==> config.mk <==
export PLATFORM = sky130hd
export DESIGN_NAME = adc_processing
export DESIGN_NICKNAME = d
export VERILOG_FILES = /design/src/source/adc_types_pkg.sv /design/src/source/adc_config_pkg.sv /design/src/source/adc_control_unit.sv /design/src/source/adc_processing.sv /design/src/source/sample_calibration.sv /design/src/source/sample_decimator.sv /design/src/source/threshold_comparator.sv
export SDC_FILE = /design/constraint.sdc
export NUM_CORES = 1
export LEC_CHECK = 0
export BUFFER_PORTS_ARGS = -buffer_cell sky130_fd_sc_hd__buf_2
export CORE_ASPECT_RATIO = 2
export CORE_MARGIN = 3
export CORE_UTILIZATION = 60
export CTS_CLUSTER_SIZE = 40
export DETAILED_ROUTE_END_ITERATION = 8
export PLACE_DENSITY = 0.87
export SETUP_SLACK_MARGIN = 0.3
export SYNTH_ARGS = -nofsm -noshare
export SYNTH_HDL_FRONTEND = slang
export SYNTH_HIERARCHICAL = 1
export SYNTH_SLANG_ARGS = --single-unit
==> constraint.sdc <==
create_clock -name clock -period 12.7 [get_ports clock]
set_input_delay 1.27 -clock clock [delete_from_list [all_inputs] [get_ports clock]]
set_output_delay 1.27 -clock clock [all_outputs]
set_load 0.02 [all_outputs]
==> src/source/adc_types_pkg.sv <==
// Data path types for the ADC processing chain
// Samples, sample streams and comparator trip flags
package adc_types_pkg;

    // Raw ADC samples are signed two's complement
    localparam int SAMPLE_WIDTH = 16;

    typedef logic signed [SAMPLE_WIDTH-1:0] sample_t;

    // Saturation bounds of the sample range
    localparam sample_t SAMPLE_MAX = sample_t'(16'sh7fff);
    localparam sample_t SAMPLE_MIN = sample_t'(16'sh8000);

    // One sample with its single-cycle valid strobe
    typedef struct packed {
        sample_t data;
        logic    valid;
    } sample_stream_t;

    // Output of a single comparator
    typedef struct packed {
        logic high;
        logic low;
    } comparator_trip_t;

    // All four trip flags of the chain, fast side first
    typedef struct packed {
        logic fast_high;
        logic fast_low;
        logic slow_high;
        logic slow_low;
    } trip_flags_t;

endpackage

==> src/source/adc_config_pkg.sv <==
// Configuration types for the ADC processing chain
// Register writes, address map, thresholds, coefficients and control word
package adc_config_pkg;

    import adc_types_pkg::*;

    typedef logic [3:0] reg_address_t;

    // Gain is signed Q4.12
    typedef logic signed [15:0] gain_t;
    localparam int GAIN_FRACTION_BITS = 12;

    // 0 and 1 both mean that every sample passes
    typedef logic [4:0] decimation_ratio_t;

    typedef struct packed {
        logic         enable;
        reg_address_t address;
        sample_t      data;
    } reg_write_t;

    typedef struct packed {
        sample_t high_trip;
        sample_t high_release;
        sample_t low_trip;
        sample_t low_release;
    } threshold_set_t;

    typedef struct packed {
        sample_t offset;
        gain_t   gain;
        sample_t limit;
    } calibration_coefficients_t;

    typedef struct packed {
        logic              gain_enable;
        logic              fast_latching;
        logic              slow_latching;
        decimation_ratio_t decimation_ratio;
    } control_word_t;

    // Register map
    localparam reg_address_t ADDR_FAST_HIGH_TRIP    = 4'd0;
    localparam reg_address_t ADDR_FAST_HIGH_RELEASE = 4'd1;
    localparam reg_address_t ADDR_FAST_LOW_TRIP     = 4'd2;
    localparam reg_address_t ADDR_FAST_LOW_RELEASE  = 4'd3;
    localparam reg_address_t ADDR_SLOW_HIGH_TRIP    = 4'd4;
    localparam reg_address_t ADDR_SLOW_HIGH_RELEASE = 4'd5;
    localparam reg_address_t ADDR_SLOW_LOW_TRIP     = 4'd6;
    localparam reg_address_t ADDR_SLOW_LOW_RELEASE  = 4'd7;
    localparam reg_address_t ADDR_OFFSET            = 4'd8;
    localparam reg_address_t ADDR_GAIN              = 4'd9;
    localparam reg_address_t ADDR_LIMIT             = 4'd10;
    localparam reg_address_t ADDR_CONTROL           = 4'd11;
    localparam reg_address_t ADDR_CLEAR             = 4'd12;
    localparam reg_address_t ADDR_FLUSH             = 4'd13;

    // Bit positions inside the control and clear words
    localparam int CTRL_GAIN_ENABLE_BIT   = 0;
    localparam int CTRL_FAST_LATCHING_BIT = 1;
    localparam int CTRL_SLOW_LATCHING_BIT = 2;
    localparam int CTRL_RATIO_LSB         = 8;
    localparam int CLEAR_FAST_BIT         = 0;
    localparam int CLEAR_SLOW_BIT         = 1;
    localparam int CLEAR_FAULT_BIT        = 2;

endpackage

==> src/source/adc_control_unit.sv <==
// Control unit of the ADC chain
// Register file, clear and flush pulses, fault combiner
`timescale 1ns/1ns

module adc_control_unit #(
    parameter int STICKY_FAULT = 1
) (
    input  logic                                  clock,
    input  logic                                  reset,
    input  adc_config_pkg::reg_write_t            config_write,
    input  adc_types_pkg::trip_flags_t            trip,
    output adc_config_pkg::threshold_set_t        fast_thresholds,
    output adc_config_pkg::threshold_set_t        slow_thresholds,
    output adc_config_pkg::calibration_coefficients_t coefficients,
    output adc_config_pkg::control_word_t         control,
    output logic                                  clear_fast,
    output logic                                  clear_slow,
    output logic                                  flush,
    output logic                                  fault
);

    import adc_config_pkg::*;

    logic clear_fault;
    logic trip_active;
    logic clear_write;

    assign clear_write = config_write.enable && (config_write.address == ADDR_CLEAR);
    assign trip_active = |trip;

    // Register file, loaded by the write strobe
    always_ff @(posedge clock) begin
        if (reset) begin
            fast_thresholds <= '0;
            slow_thresholds <= '0;
            coefficients    <= '0;
            control         <= '0;
        end else if (config_write.enable) begin
            case (config_write.address)
                ADDR_FAST_HIGH_TRIP:    fast_thresholds.high_trip    <= config_write.data;
                ADDR_FAST_HIGH_RELEASE: fast_thresholds.high_release <= config_write.data;
                ADDR_FAST_LOW_TRIP:     fast_thresholds.low_trip     <= config_write.data;
                ADDR_FAST_LOW_RELEASE:  fast_thresholds.low_release  <= config_write.data;
                ADDR_SLOW_HIGH_TRIP:    slow_thresholds.high_trip    <= config_write.data;
                ADDR_SLOW_HIGH_RELEASE: slow_thresholds.high_release <= config_write.data;
                ADDR_SLOW_LOW_TRIP:     slow_thresholds.low_trip     <= config_write.data;
                ADDR_SLOW_LOW_RELEASE:  slow_thresholds.low_release  <= config_write.data;
                ADDR_OFFSET:            coefficients.offset          <= config_write.data;
                ADDR_GAIN:              coefficients.gain            <= config_write.data;
                ADDR_LIMIT:             coefficients.limit           <= config_write.data;
                ADDR_CONTROL: begin
                    control.gain_enable      <= config_write.data[CTRL_GAIN_ENABLE_BIT];
                    control.fast_latching    <= config_write.data[CTRL_FAST_LATCHING_BIT];
                    control.slow_latching    <= config_write.data[CTRL_SLOW_LATCHING_BIT];
                    control.decimation_ratio <=
                        config_write.data[CTRL_RATIO_LSB +: $bits(decimation_ratio_t)];
                end
                // Clear and flush only make pulses, unused addresses fall through
                default: ;
            endcase
        end
    end

    // Command pulses are high for one cycle after the write
    always_ff @(posedge clock) begin
        if (reset) begin
            clear_fast  <= 1'b0;
            clear_slow  <= 1'b0;
            clear_fault <= 1'b0;
            flush       <= 1'b0;
        end else begin
            clear_fast  <= clear_write && config_write.data[CLEAR_FAST_BIT];
            clear_slow  <= clear_write && config_write.data[CLEAR_SLOW_BIT];
            clear_fault <= clear_write && config_write.data[CLEAR_FAULT_BIT];
            flush       <= config_write.enable && (config_write.address == ADDR_FLUSH);
        end
    end

    // Fault is the registered OR of the trip flags
    // In sticky mode the clear pulse wins for one cycle, which lets a latch
    // cleared by the same write drop out before the OR is sampled again
    always_ff @(posedge clock) begin
        if (reset) begin
            fault <= 1'b0;
        end else if (STICKY_FAULT != 0) begin
            if (clear_fault) begin
                fault <= 1'b0;
            end else begin
                fault <= fault || trip_active;
            end
        end else begin
            fault <= trip_active;
        end
    end

endmodule

==> src/source/adc_processing.sv <==
// Top level of the ADC processing chain
// Control unit, fast and slow comparators, decimator and calibration
`timescale 1ns/1ns

module adc_processing #(
    parameter int MAX_DECIMATION_RATIO = 16,
    parameter int STICKY_FAULT         = 1
) (
    input  logic                          clock,
    input  logic                          reset,
    input  adc_types_pkg::sample_stream_t sample_in,
    input  adc_config_pkg::reg_write_t    config_write,
    output adc_types_pkg::sample_stream_t sample_out,
    output adc_types_pkg::trip_flags_t    trip,
    output logic                          fault
);

    import adc_types_pkg::*;
    import adc_config_pkg::*;

    threshold_set_t            fast_thresholds;
    threshold_set_t            slow_thresholds;
    calibration_coefficients_t coefficients;
    control_word_t             control;
    logic                      clear_fast;
    logic                      clear_slow;
    logic                      flush;
    sample_stream_t            decimated;
    comparator_trip_t          fast_trip;
    comparator_trip_t          slow_trip;

    adc_control_unit #(
        .STICKY_FAULT(STICKY_FAULT)
    ) control_unit (
        .clock(clock),
        .reset(reset),
        .config_write(config_write),
        .trip(trip),
        .fast_thresholds(fast_thresholds),
        .slow_thresholds(slow_thresholds),
        .coefficients(coefficients),
        .control(control),
        .clear_fast(clear_fast),
        .clear_slow(clear_slow),
        .flush(flush),
        .fault(fault)
    );

    // Fast comparator sees every raw sample
    threshold_comparator fast_comparator (
        .clock(clock),
        .reset(reset),
        .samples(sample_in),
        .thresholds(fast_thresholds),
        .latching(control.fast_latching),
        .clear_latch(clear_fast),
        .trip(fast_trip)
    );

    // The decimator produces the slow stream
    sample_decimator #(
        .MAX_DECIMATION_RATIO(MAX_DECIMATION_RATIO)
    ) decimator (
        .clock(clock),
        .reset(reset),
        .ratio(control.decimation_ratio),
        .samples(sample_in),
        .decimated(decimated)
    );

    threshold_comparator slow_comparator (
        .clock(clock),
        .reset(reset),
        .samples(decimated),
        .thresholds(slow_thresholds),
        .latching(control.slow_latching),
        .clear_latch(clear_slow),
        .trip(slow_trip)
    );

    sample_calibration calibration (
        .clock(clock),
        .reset(reset),
        .samples(decimated),
        .coefficients(coefficients),
        .gain_enable(control.gain_enable),
        .flush(flush),
        .calibrated(sample_out)
    );

    assign trip = '{
        fast_high: fast_trip.high,
        fast_low:  fast_trip.low,
        slow_high: slow_trip.high,
        slow_low:  slow_trip.low
    };

endmodule

==> src/source/sample_calibration.sv <==
// Two-stage calibration pipeline
// Offset removal, optional Q4.12 gain, clamp to limit and sample range
`timescale 1ns/1ns

module sample_calibration (
    input  logic                                      clock,
    input  logic                                      reset,
    input  adc_types_pkg::sample_stream_t             samples,
    input  adc_config_pkg::calibration_coefficients_t coefficients,
    input  logic                                      gain_enable,
    input  logic                                      flush,
    output adc_types_pkg::sample_stream_t             calibrated
);

    import adc_types_pkg::*;
    import adc_config_pkg::*;

    // One extra bit keeps the offset subtraction exact
    typedef logic signed [$bits(sample_t):0] difference_t;
    typedef logic signed [$bits(difference_t)+$bits(gain_t)-1:0] product_t;

    difference_t stage1_diff;
    logic        stage1_valid;
    product_t    product;
    product_t    scaled;
    product_t    limit_high;
    product_t    limit_low;
    product_t    clamped;
    sample_t     out_data;
    logic        out_valid;

    // Valid bits, both dropped by a flush
    always_ff @(posedge clock) begin
        if (reset) begin
            stage1_valid <= 1'b0;
            out_valid    <= 1'b0;
        end else if (flush) begin
            stage1_valid <= 1'b0;
            out_valid    <= 1'b0;
        end else begin
            stage1_valid <= samples.valid;
            out_valid    <= stage1_valid;
        end
    end

    // Stage 1 removes the offset
    always_ff @(posedge clock) begin
        if (samples.valid) begin
            stage1_diff <= difference_t'(samples.data) - difference_t'(coefficients.offset);
        end
    end

    assign product = stage1_diff * coefficients.gain;

    // Stage 2 scales, then clamps to the limit and to the sample range
    always_comb begin
        if (gain_enable) begin
            scaled = product >>> GAIN_FRACTION_BITS;
        end else begin
            scaled = product_t'(stage1_diff);
        end
        limit_high = product_t'(coefficients.limit);
        limit_low  = -limit_high;
        clamped    = scaled;
        if (clamped > limit_high) begin
            clamped = limit_high;
        end else if (clamped < limit_low) begin
            clamped = limit_low;
        end
        if (clamped > product_t'(SAMPLE_MAX)) begin
            clamped = product_t'(SAMPLE_MAX);
        end else if (clamped < product_t'(SAMPLE_MIN)) begin
            clamped = product_t'(SAMPLE_MIN);
        end
    end

    always_ff @(posedge clock) begin
        if (stage1_valid) begin
            out_data <= sample_t'(clamped);
        end
    end

    assign calibrated = '{data: out_data, valid: out_valid};

endmodule

==> src/source/sample_decimator.sv <==
// Keep-one-in-N decimator for the sample stream
`timescale 1ns/1ns

module sample_decimator #(
    parameter int MAX_DECIMATION_RATIO = 16
) (
    input  logic                              clock,
    input  logic                              reset,
    input  adc_config_pkg::decimation_ratio_t ratio,
    input  adc_types_pkg::sample_stream_t     samples,
    output adc_types_pkg::sample_stream_t     decimated
);

    import adc_types_pkg::*;
    import adc_config_pkg::*;

    decimation_ratio_t effective_ratio;
    decimation_ratio_t previous_ratio;
    decimation_ratio_t count;
    decimation_ratio_t count_base;
    decimation_ratio_t count_next;
    logic              ratio_changed;
    logic              group_done;
    logic              out_valid;
    sample_t           out_data;

    // Ratios of 0 and 1 pass everything, large ratios saturate
    always_comb begin
        if (ratio <= decimation_ratio_t'(1)) begin
            effective_ratio = decimation_ratio_t'(1);
        end else if (ratio > decimation_ratio_t'(MAX_DECIMATION_RATIO)) begin
            effective_ratio = decimation_ratio_t'(MAX_DECIMATION_RATIO);
        end else begin
            effective_ratio = ratio;
        end
    end

    // A new ratio starts a fresh group, counting a sample in the same cycle
    assign ratio_changed = ratio != previous_ratio;
    assign count_base    = ratio_changed ? '0 : count;
    assign count_next    = count_base + decimation_ratio_t'(1);
    assign group_done    = samples.valid && (count_next >= effective_ratio);

    always_ff @(posedge clock) begin
        if (reset) begin
            count          <= '0;
            previous_ratio <= '0;
            out_valid      <= 1'b0;
        end else begin
            previous_ratio <= ratio;
            out_valid      <= group_done;
            if (group_done) begin
                count <= '0;
            end else if (samples.valid) begin
                count <= count_next;
            end else begin
                count <= count_base;
            end
        end
    end

    // Last sample of each group
    always_ff @(posedge clock) begin
        if (group_done) begin
            out_data <= samples.data;
        end
    end

    assign decimated = '{data: out_data, valid: out_valid};

endmodule

==> src/source/threshold_comparator.sv <==
// Hysteresis comparator with high and low trip flags
// Optional latching of set flags until an explicit clear
`timescale 1ns/1ns

module threshold_comparator (
    input  logic                           clock,
    input  logic                           reset,
    input  adc_types_pkg::sample_stream_t  samples,
    input  adc_config_pkg::threshold_set_t thresholds,
    input  logic                           latching,
    input  logic                           clear_latch,
    output adc_types_pkg::comparator_trip_t trip
);

    logic above_high_trip;
    logic below_high_release;
    logic below_low_trip;
    logic above_low_release;
    logic latch_cleared;

    // Thresholds and samples are both signed
    assign above_high_trip    = samples.data > thresholds.high_trip;
    assign below_high_release = samples.data < thresholds.high_release;
    assign below_low_trip     = samples.data < thresholds.low_trip;
    assign above_low_release  = samples.data > thresholds.low_release;

    // Clear only matters while latching, and then it beats a new trip
    assign latch_cleared = latching && clear_latch;

    // High side
    always_ff @(posedge clock) begin
        if (reset) begin
            trip.high <= 1'b0;
        end else if (latch_cleared) begin
            trip.high <= 1'b0;
        end else if (samples.valid) begin
            if (above_high_trip) begin
                trip.high <= 1'b1;
            end else if (!latching && below_high_release) begin
                trip.high <= 1'b0;
            end
        end
    end

    // Low side mirrors the high side
    always_ff @(posedge clock) begin
        if (reset) begin
            trip.low <= 1'b0;
        end else if (latch_cleared) begin
            trip.low <= 1'b0;
        end else if (samples.valid) begin
            if (below_low_trip) begin
                trip.low <= 1'b1;
            end else if (!latching && above_low_release) begin
                trip.low <= 1'b0;
            end
        end
    end

endmodule

[After elaboration in Yosys (flattened, before gate mapping)]
Index checks and enable logic that the tools add are counted.
Word-level totals
  flip-flop bits (word level): 255
  output and inout port bits: 22
Operators by class
  reductions and logical operators: 42
  eq/ne operators: 14
  $lt $le $gt $ge: 15
  $add $sub $neg: 3
  multipliers: 1
  multiplexer cells: 16
Operators by type and width (number)
  33-bit two-way mux: 3
  16-bit greater-than comparator: 4
  16-bit less-than comparator: 4
  33-bit by 16-bit greater-than comparator with 1-bit output: 1
  33-bit by 16-bit greater-than comparator with 1-bit output (second input constant): 1
  33-bit by 16-bit less-than comparator with 1-bit output (second input constant): 1
  33-bit less-than comparator: 1
  17-bit by 16-bit multiplier with 33-bit output: 1
  16-bit negation with 33-bit output: 1
  2-bit AND reduction: 16
  4-bit == test (second input constant): 6
  5-bit two-way mux: 4
  16-bit by 16-bit subtractor with 17-bit output: 1
  4-bit by 3-bit == test with 1-bit output (second input constant): 4
  16-bit two-way mux: 1
  1-bit logical AND: 12
  2-bit OR reduction: 5
  4-bit by 2-bit == test with 1-bit output (second input constant): 2
  1-bit two-way mux: 8
  2-bit nonzero test: 4
  5-bit by 1-bit adder with 5-bit output (second input constant): 1
  5-bit greater-or-equal comparator: 1
  5-bit greater-than comparator (second input constant): 1
  5-bit by 1-bit less-or-equal comparator with 1-bit output (second input constant): 1
  other kinds (6): 7

[Depth between registers and ports, before layout]
Gate-level depths: netlist of the first run.
  word-level depth: 7
  gate-level depth with buffers: 38
  mapped depth without buffers: 35

[By module]
The synthesis of the first run kept the hierarchy.
By module, submodules not included
  sample_calibration: sequential area each 1031.0 µm², instances 1, cells each 1628, area each 14361.3 µm²
  adc_control_unit: sequential area each 3783.6 µm², instances 1, cells each 656, area each 7423.4 µm²
  threshold_comparator: sequential area each 40.0 µm², instances 2, cells each 235, area each 1684.1 µm²
  sample_decimator: sequential area each 700.7 µm², instances 1, cells each 94, area each 1149.9 µm²

[Worst setup path after synthesis of the first run]
Ideal clock, no wire load.
  kind: register to register
  start: register calibration.stage1_diff[16]
  end: register calibration.out_data[14], data pin
  data arrival time: 8873 ps
  stages on the path, launching flop included: 36
  required time: 12435 ps
  buffers on the path: 3
  slack: 3562 ps
  clock period less this slack: 9138 ps
  cells stage by stage: edfxtp_1 > clkbuf_1 > clkbuf_1 > nand2_1 > inv_1 > fa_1 > inv_1 > fa_1 > inv_1 > fa_1 > fa_1 > inv_1 > fa_1 > fa_1 > inv_1 > ha_1 > a21o_1 > a21o_1 > a21oi_1 > o211ai_1 > a221o_1 > nand2_2 > inv_2 > ha_1 > a22o_1 > nor4_1 > a21boi_0 > o211ai_1 > o21ai_0 > nor2_1 > a21boi_1 > o221a_2 > nor2_2 > a211oi_1 > buf_2 > o31ai_1
On the way
  cells in the longest elaborated chain, start to end: 7
  elaborated cells on any way between the ends: 9
RTL lines
  start, declared: line sample_calibration.sv:22  | difference_t stage1_diff;
  start signal, assigned: line sample_calibration.sv:49  | stage1_diff <= difference_t'(samples.data) - difference_t'(coefficients.offset);
  17-bit by 16-bit multiplier with 33-bit output: line sample_calibration.sv:53  | assign product = stage1_diff * coefficients.gain;
  33-bit two-way mux (*): line sample_calibration.sv:57  | if (gain_enable) begin
  33-bit less-than comparator: line sample_calibration.sv:67  | end else if (clamped < limit_low) begin
  33-bit two-way mux: line sample_calibration.sv:67
  33-bit two-way mux (*): line sample_calibration.sv:65  | if (clamped > limit_high) begin
  33-bit by 16-bit less-than comparator with 1-bit output: line sample_calibration.sv:72  | end else if (clamped < product_t'(SAMPLE_MIN)) begin
  16-bit two-way mux: line sample_calibration.sv:72
  end signal, assigned: line sample_calibration.sv:79  | out_data <= sample_t'(clamped);
  end, declared: line sample_calibration.sv:29  | sample_t out_data;
Mark *: on every way between the ends. The rest lies on a longest branch, timed or not.
A chain may end at the register's enable or synchronous reset.

[Final worst setup path of the first run]
  start: register calibration.stage1_diff[16]
  end: register calibration.out_data[3], data pin
Same word-level chain as after synthesis.

==> reports/metrics.yaml, run 1 <==
sta:
  hold_viol_final: 0
  setup_viol: 0
  maxSlewHeadroom: 0.211
  fin_ws_ps: 1940
  finClkSkew_ps: 11.9
  post-route-period-util: 0.847
  tightestPinTransition_ps: 1170
  slew_viol_final: 0
  setup_tns_ps: 0
  rsz0062_at_grt: "false"
  min_period_ps: 10760
  max_freq_mhz: 92.9
worst_hold_path:
  hp-class: "flop to flop"
finish:
  multi_input_comb_area_um2: 18300
  syn_to_final_growth_pct: 4.52
  fill_cells: 3228
  stdcell_count: 3391
  nets: 3427
  drive_gt1_frac: 0.0545
  final_area_um2: 27500
  seq_area_um2: 5600
yosys:
  seq_area_frac_synth: 0.213
  synth_flop_cell: "dfxtp_1"
  synth_edf_count: 49
  netlist_area_um2: 26300
  syn_nets: 3445
  synth.ff_latch_count: 255
  syn_inst: 2848
  syn_area_per_cell_um2: 9.24
  synth_cell_types: 88
  synth_warnings: 6
  async_flop_share: 0
drt:
  drcViolationCount: 0
  drt-pass1-iter-count: 5
  ant_nets: 0
  totalWireLength_um: 73500
  vias: 20600
  avgRoutedWirePerCell_um: 21.7
  drtIter0Drc: 1592
  via_per_inst: 6.07
global_route:
  grt_pass1_vias: 23100
  grt_pass1_wl_um: 116000
  grt_max_degree: 115
  antenna_found_initial: 0
  grt.total_usage: 0.317
  grt_overflow_total: 0
cts:
  cts-buffers-inserted: 21
  path_clk_slew_ps: 80
  clk_latency_ps: 530
  numClockSinks: 255
  cts_hold_buffers: 0
  clockBufferDepth: 3
  cts_tree: "yes"
  htreeDepth: 1
  cts_resized: 0
  cts_root_buf: "clkbuf_16"
  post-cts-setup-buffer-count: 0
place:
  portBuffers: 61
  placed_cell_area_um2: 26800
  placedCellCount: 3352
  dp_hpwl_um: 56900
  pre_cts_ws_ps: 2200
  gp_congestion: 1.01
setup_path:
  critPathCaptureType: "flop"
  cpPeakStageDelay_ps: 780
  start_kind: "flop"
  path_class: "flop to flop"
  worstPathArrival_ps: 11100
  cp_max_fo: 18
  crit_top_cell: "fa_1"
  required_ps: 13040
  crit_path_top_delay_cell: "edfxtp_1"
floorplan:
  die_area_um2: 46500
  die-width_um: 154
  start_util: 0.612
  die_h_um: 302
  fp-row-count: 107
  io_pins: 62
  core_um2: 43000
power:
  finalPower_mw: 2.10
  leakagePower_nw: 13.3
  ir_drop_v: 0.000144
  powerDensity_nw_per_um2: 76.2
job:
  maxCapViolCount: 0
run_status:
  status: "finished, final reports clean"
-- kinds of logic after synthesis --
group           Yosys count  synth area share
compound gates          318            0.0795
buf+inv                 613            0.0921
xor+xnor                 54            0.0185
flops                   255             0.213
simple gates            847             0.175
fa+ha+maj               557             0.344
mux                     204            0.0782
-- layer usage --
layer / GRT usage / up-vias / part of all wire
li1: - / 9160 / -
met2: 0.595 / 957 / 0.53
met1: 0.298 / 9978 / 0.31
met5: 0 / - / 0
met3: 0.0467 / 482 / 0.057
met4: 0.258 / 0 / 0.099
-- where the power goes --
group | switching [mW] | total, mW | internal (mW) | leakage [nW]
clock network | 0.313 | 0.666 | 0.354 | 0.340
registers | 0.0511 | 0.910 | 0.859 | 2.12
logic | 0.320 | 0.519 | 0.199 | 10.8
-- worst paths after layout --
check | from | to | slack [ps] | cells after the start
worst max-delay path | calibration/stage1_diff[16] | calibration/out_data[3] | 1940 | 34
worst min-delay path | control_unit/clear_fault | control_unit/fault | 410 | 1
worst max register to register | calibration/stage1_diff[16] | calibration/out_data[3] | 1940 | 34
worst min register to register | control_unit/clear_fault | control_unit/fault | 410 | 1
-- stage by stage --
stage                      util  hold slack [ps]
final                     0.640              410
after global routing      0.640              417
after CTS                 0.640              411
after detailed placement  0.624              397
after global placement    0.624              389
after floorplan               -              375
-- final cells by class --
| type | instances | share of cell area |
|---|---|---|
| clock inverters | 10 | 0.00319 |
| clock buffers | 28 | 0.0216 |
| diodes | 1 | 0.0000910 |
| repair buffers | 67 | 0.0128 |
| multi-input cells | 1980 | 0.665 |
| inverters | 505 | 0.0689 |
| well taps | 545 | 0.0248 |
| flip-flops and latches | 255 | 0.204 |
-- registers in the layout, summed over array words and instances, names as in the netlist --
signal	cells
control_unit/fast_thresholds	64
control_unit/slow_thresholds	64
control_unit/coefficients	48
calibration/stage1_diff	17
calibration/out_data	16
decimator/out_data	16
control_unit/control	8
decimator/count	5
decimator/previous_ratio	5
fast_comparator/trip	2
slow_comparator/trip	2
calibration/out_valid	1
calibration/stage1_valid	1
control_unit/clear_fast	1
control_unit/clear_fault	1
control_unit/clear_slow	1
control_unit/fault	1
control_unit/flush	1
decimator/out_valid	1
-- critical path, delay by kind of cell, from the launching register on --
kind,cells,cell delay [ps]
AOI/OAI and AO/OA,14,3800
adders and majority gates,8,3740
buffers and inverters,7,1400
and+or+nand+nor,5,820
DFF,1,780
-- cell usage in the layout, fill, tap and decap left out, types with 29 or more instances in the layout --
master,n
dfxtp_1,206
edfxtp_1,49
o21ai_0,45
nor2_1,87
xnor2_1,36
nand4_1,29
buf_2,60
inv_1,503
nand2_1,236
mux2i_1,192
a21oi_1,93
and2_1,133
a21o_1,29
fa_1,276
ha_1,281
nand2b_1,219
-- cells in the mapped netlist, drive strengths merged (9+ instances only) --
| cell | number | share of area |
|---|---|---|
| nand2b | 219 | 0.052 |
| xnor2 | 36 | 0.012 |
| o31ai | 12 | 0.0034 |
| inv | 505 | 0.072 |
| clkbuf | 81 | 0.012 |
| nor3 | 16 | 0.0035 |
| fa | 276 | 0.21 |
| nand2 | 246 | 0.037 |
| a211oi | 21 | 0.0062 |
| a31oi | 9 | 0.0021 |
| a21boi | 9 | 0.0026 |
| nor2b | 16 | 0.0039 |
| and3 | 9 | 0.0021 |
| o21ai | 64 | 0.012 |
| nor2 | 90 | 0.013 |
| xor2 | 17 | 0.0057 |
| o211ai | 14 | 0.0040 |
| a21oi | 94 | 0.018 |
| and2 | 134 | 0.032 |
| buf | 27 | 0.0083 |
| mux2 | 12 | 0.0051 |
| edfxtp | 49 | 0.056 |
| or3 | 10 | 0.0024 |
| mux2i | 192 | 0.073 |
| nand3 | 24 | 0.0054 |
| dfxtp | 206 | 0.16 |
| nand4 | 31 | 0.0078 |
| ha | 281 | 0.13 |
| nor4 | 9 | 0.0026 |
| a21o | 29 | 0.0083 |
Power figures use the tool's default switching activity.
==> inputs of run 2 (changes only) <==
==> constraint.sdc (replaced) <==
create_clock -name clock -period 11.2 [get_ports clock]
set_input_delay 1.12 -clock clock [delete_from_list [all_inputs] [get_ports clock]]
set_output_delay 1.12 -clock clock [all_outputs]
set_load 0.02 [all_outputs]
==> run 2 against run 1 <==
Compared with the run above: clock skew is 3.0 ps lower; worst hold slack better by 1.6 ps; cell count is 0.21% higher; clock-buffer cell count is 3 lower; first-iteration DRC count is 12% lower; non-clock buffer count is 9 higher; total power is 14% higher; combinational power is 14% higher; largest power group unchanged; highest routed layer unchanged.
==> reports/metrics.yaml, run 2 (synthesis gave the netlist of run 1 again) <==
finish:
  multi_input_comb_area_um2: 18300  # unchanged
  nets: 3436  # was 3427
  reg_top3: "control_unit/fast_thresholds x64, control_unit/slow_thresholds x64, control_unit/coefficients x48"  # unchanged
  stdcell_count: 3398  # was 3391
  drive_gt1_frac: 0.0589  # was 0.0545
  final_common_cell: "inv_1"  # unchanged
  mostFrequentLayoutCells: "inv_1 (503), ha_1 (281), fa_1 (276), nand2_1 (236), nand2b_1 (219)"  # unchanged
  fin_util: 0.642  # was 0.640
  syn_to_final_growth_pct: 4.84  # was 4.52%
  diodes: 0  # was 1
  fill_cells: 3154  # was 3228
  seq_area_um2: 5600  # about the same
drt:
  avgRoutedWirePerCell_um: 21.3  # was 21.7 um
  vias: 20800  # was 20.6k
  drcViolationCount: 0  # unchanged
  totalWireLength_um: 72400  # was 73500 um
  via_per_inst: 6.12  # was 6.07
  drtIter0Drc: 1401  # was 1592
  ant_nets: 0  # unchanged
  drt-pass1-iter-count: 6  # was 5
global_route:
  busiest_layer: "met2"  # unchanged
  grt_pass1_vias: 23100  # about the same
  grt_overflow_total: 0  # unchanged
  use_met1: 0.284  # was 0.298
  grt.total_usage: 0.313  # was 0.317
  grt_max_degree: 115  # unchanged
  grt_pass1_wl_um: 116000  # about the same
  grt_use_met3: 0.0440  # was 0.0467
  antenna_found_initial: 0  # unchanged
  grtUsageMet2: 0.589  # was 0.595
cts:
  cts_root_buf: "clkbuf_16"  # unchanged
  htreeDepth: 1  # unchanged
  clockBufferDepth: 3  # unchanged
  cts_tree: "yes"  # unchanged
  numClockSinks: 255  # unchanged
  cts-buffers-inserted: 21  # unchanged
  cts_hold_buffers: 0  # unchanged
  clk_latency_ps: 530  # about the same
  path_clk_slew_ps: 80  # about the same
setup_path:
  r2r_setup_slack_ps: 880  # was 1940 ps
  crit_path_top_delay_cell: "dfxtp_1"  # was edfxtp_1
  cp_max_fo: 18  # unchanged
  cpPeakStageDelay_ps: 760  # was 780 ps
  path_class: "flop to flop"  # unchanged
  crit_top_cell: "fa_1"  # unchanged
  required_ps: 11540  # was 13040 ps
  critPathCaptureType: "flop"  # unchanged
  worstPathArrival_ps: 10660  # was 11100 ps
  r2r-start: "control_unit/coefficients[19]"  # was calibration/stage1_diff[16]
  r2r-end: "calibration/out_data[3]"  # unchanged
  worstRegToRegCells: 34  # unchanged
  start_kind: "flop"  # unchanged
sta:
  min_period_ps: 10320  # was 10760 ps
  hold_viol_final: 0  # unchanged
  slew_viol_final: 0  # unchanged
  rsz0062_at_grt: "false"  # unchanged
  max_freq_mhz: 96.9  # was 92.9 MHz
  setup_viol: 0  # unchanged
  setup_tns_ps: 0  # unchanged
  finClkSkew_ps: 8.93  # was 11.9 ps
  maxSlewHeadroom: 0.210  # was 0.211
  tightestPinTransition_ps: 1170  # about the same
  post-route-period-util: 0.921  # was 0.847
floorplan:
  die_h_um: 302  # unchanged
  fp-row-count: 107  # unchanged
  die-width_um: 154  # unchanged
  core_um2: 43000  # unchanged
  io_pins: 62  # unchanged
  die_area_um2: 46500  # unchanged
  start_util: 0.612  # unchanged
power:
  clkPwrFrac: 0.322  # was 0.318
  p_sw_mw: 0.776  # was 0.683 mW
  finalPower_mw: 2.39  # was 2.10 mW
  leakagePower_nw: 13.3  # about the same
  p_int_mw: 1.62  # was 1.41 mW
  swShare: 0.324  # was 0.326
  power_frac_seq: 0.430  # was 0.434
  powerDensity_nw_per_um2: 86.8  # was 76.2 nW/um^2
  ir_drop_v: 0.000146  # was 0.000144 V
  p_comb_frac: 0.248  # about the same
worst_hold_path:
  hold_depth: 1  # unchanged
  hp-class: "flop to flop"  # unchanged
  whs_endpoint: "control_unit/fault"  # unchanged
  hold_start: "control_unit/clear_fault"  # unchanged
job:
  maxCapViolCount: 0  # unchanged
place:
  gp_congestion: 1.00  # was 1.01
  placedCellCount: 3357  # was 3352
  dp_hpwl_um: 56800  # was 56900 um
  portBuffers: 61  # unchanged
run_status:
  status: "finished, final reports clean"  # unchanged
[run 2: changes by cell type in the layout (fill, tap and decap cells not counted), sizes merged]
| cell | previous run | this run |
|---|---|---|
| inv | 509 | 508 |
| clkbuf | 28 | 25 |
| clkinvlp | 0 | 2 |
| bufinv | 1 | 2 |
| buf | 67 | 76 |
| diode | 1 | 0 |
[run 2: critical path: cells and delay by family (launching register included)]
family	cells	cell delay [ps]
compound gates	14	3300
simple gates	5	970
buf+inv	7	1410
flops	1	760
fa+ha+maj	8	3650
[run 2: worst max-delay path by stage]
stage,from,cells past startpoint,slack [ps],end
3_5_place_dp,control_unit/coefficients[17],35,890,calibration/out_data[3]
4_1_cts,calibration/stage1_diff[16],35,860,calibration/out_data[3]
2_1_floorplan,calibration/stage1_diff[16],35,2060,calibration/out_data[14]
6_report,control_unit/coefficients[19],34,880,calibration/out_data[3]
5_1_grt,control_unit/coefficients[19],34,330,calibration/out_data[3]
3_3_place_gp,control_unit/coefficients[17],35,1200,calibration/out_data[3]
[run 2: power groups by stage]
stage | combinational [mW] | sequential, mW | clock (mW)
final | 0.593 | 1.03 | 0.771
after global routing | 0.654 | 1.03 | 0.810
after CTS | 0.581 | 1.03 | 0.778
after detailed placement | 0.575 | 1.05 | 0
after global placement | 0.545 | 1.05 | 0
after floorplan | 0.418 | 1.02 | 0
[run 2: final cells by class]
cell class              instances  share of cell area
repair buffers                 76              0.0152
inverters                     505              0.0687
multi-input cells            1980               0.663
flip-flops and latches        255               0.203
clock inverters                12             0.00454
well taps                     545              0.0247
clock buffers                  25              0.0207
[run 2: timing repair]
action                     in CTS  in global routing
gates resized for setup         0                  2
buffers inserted                0                  4
setup endpoints to repair       0                  3
[run 2: routing by layer]
metal | share of wire | up-vias
li1 | - | 9182
met1 | 0.30 | 10100
met2 | 0.53 | 1024
met3 | 0.057 | 515
met4 | 0.11 | 0
met5 | 0 | -
[run 2: per-stage QoR]
step	cell area (um^2)	setup slack [ps]	hold WS, ps
5_1_grt	27600	325	424
4_1_cts	27500	855	416
3_3_place_gp	26800	1200	390
2_1_floorplan	26300	2060	375
3_5_place_dp	26800	891	402
6_report	27600	884	412
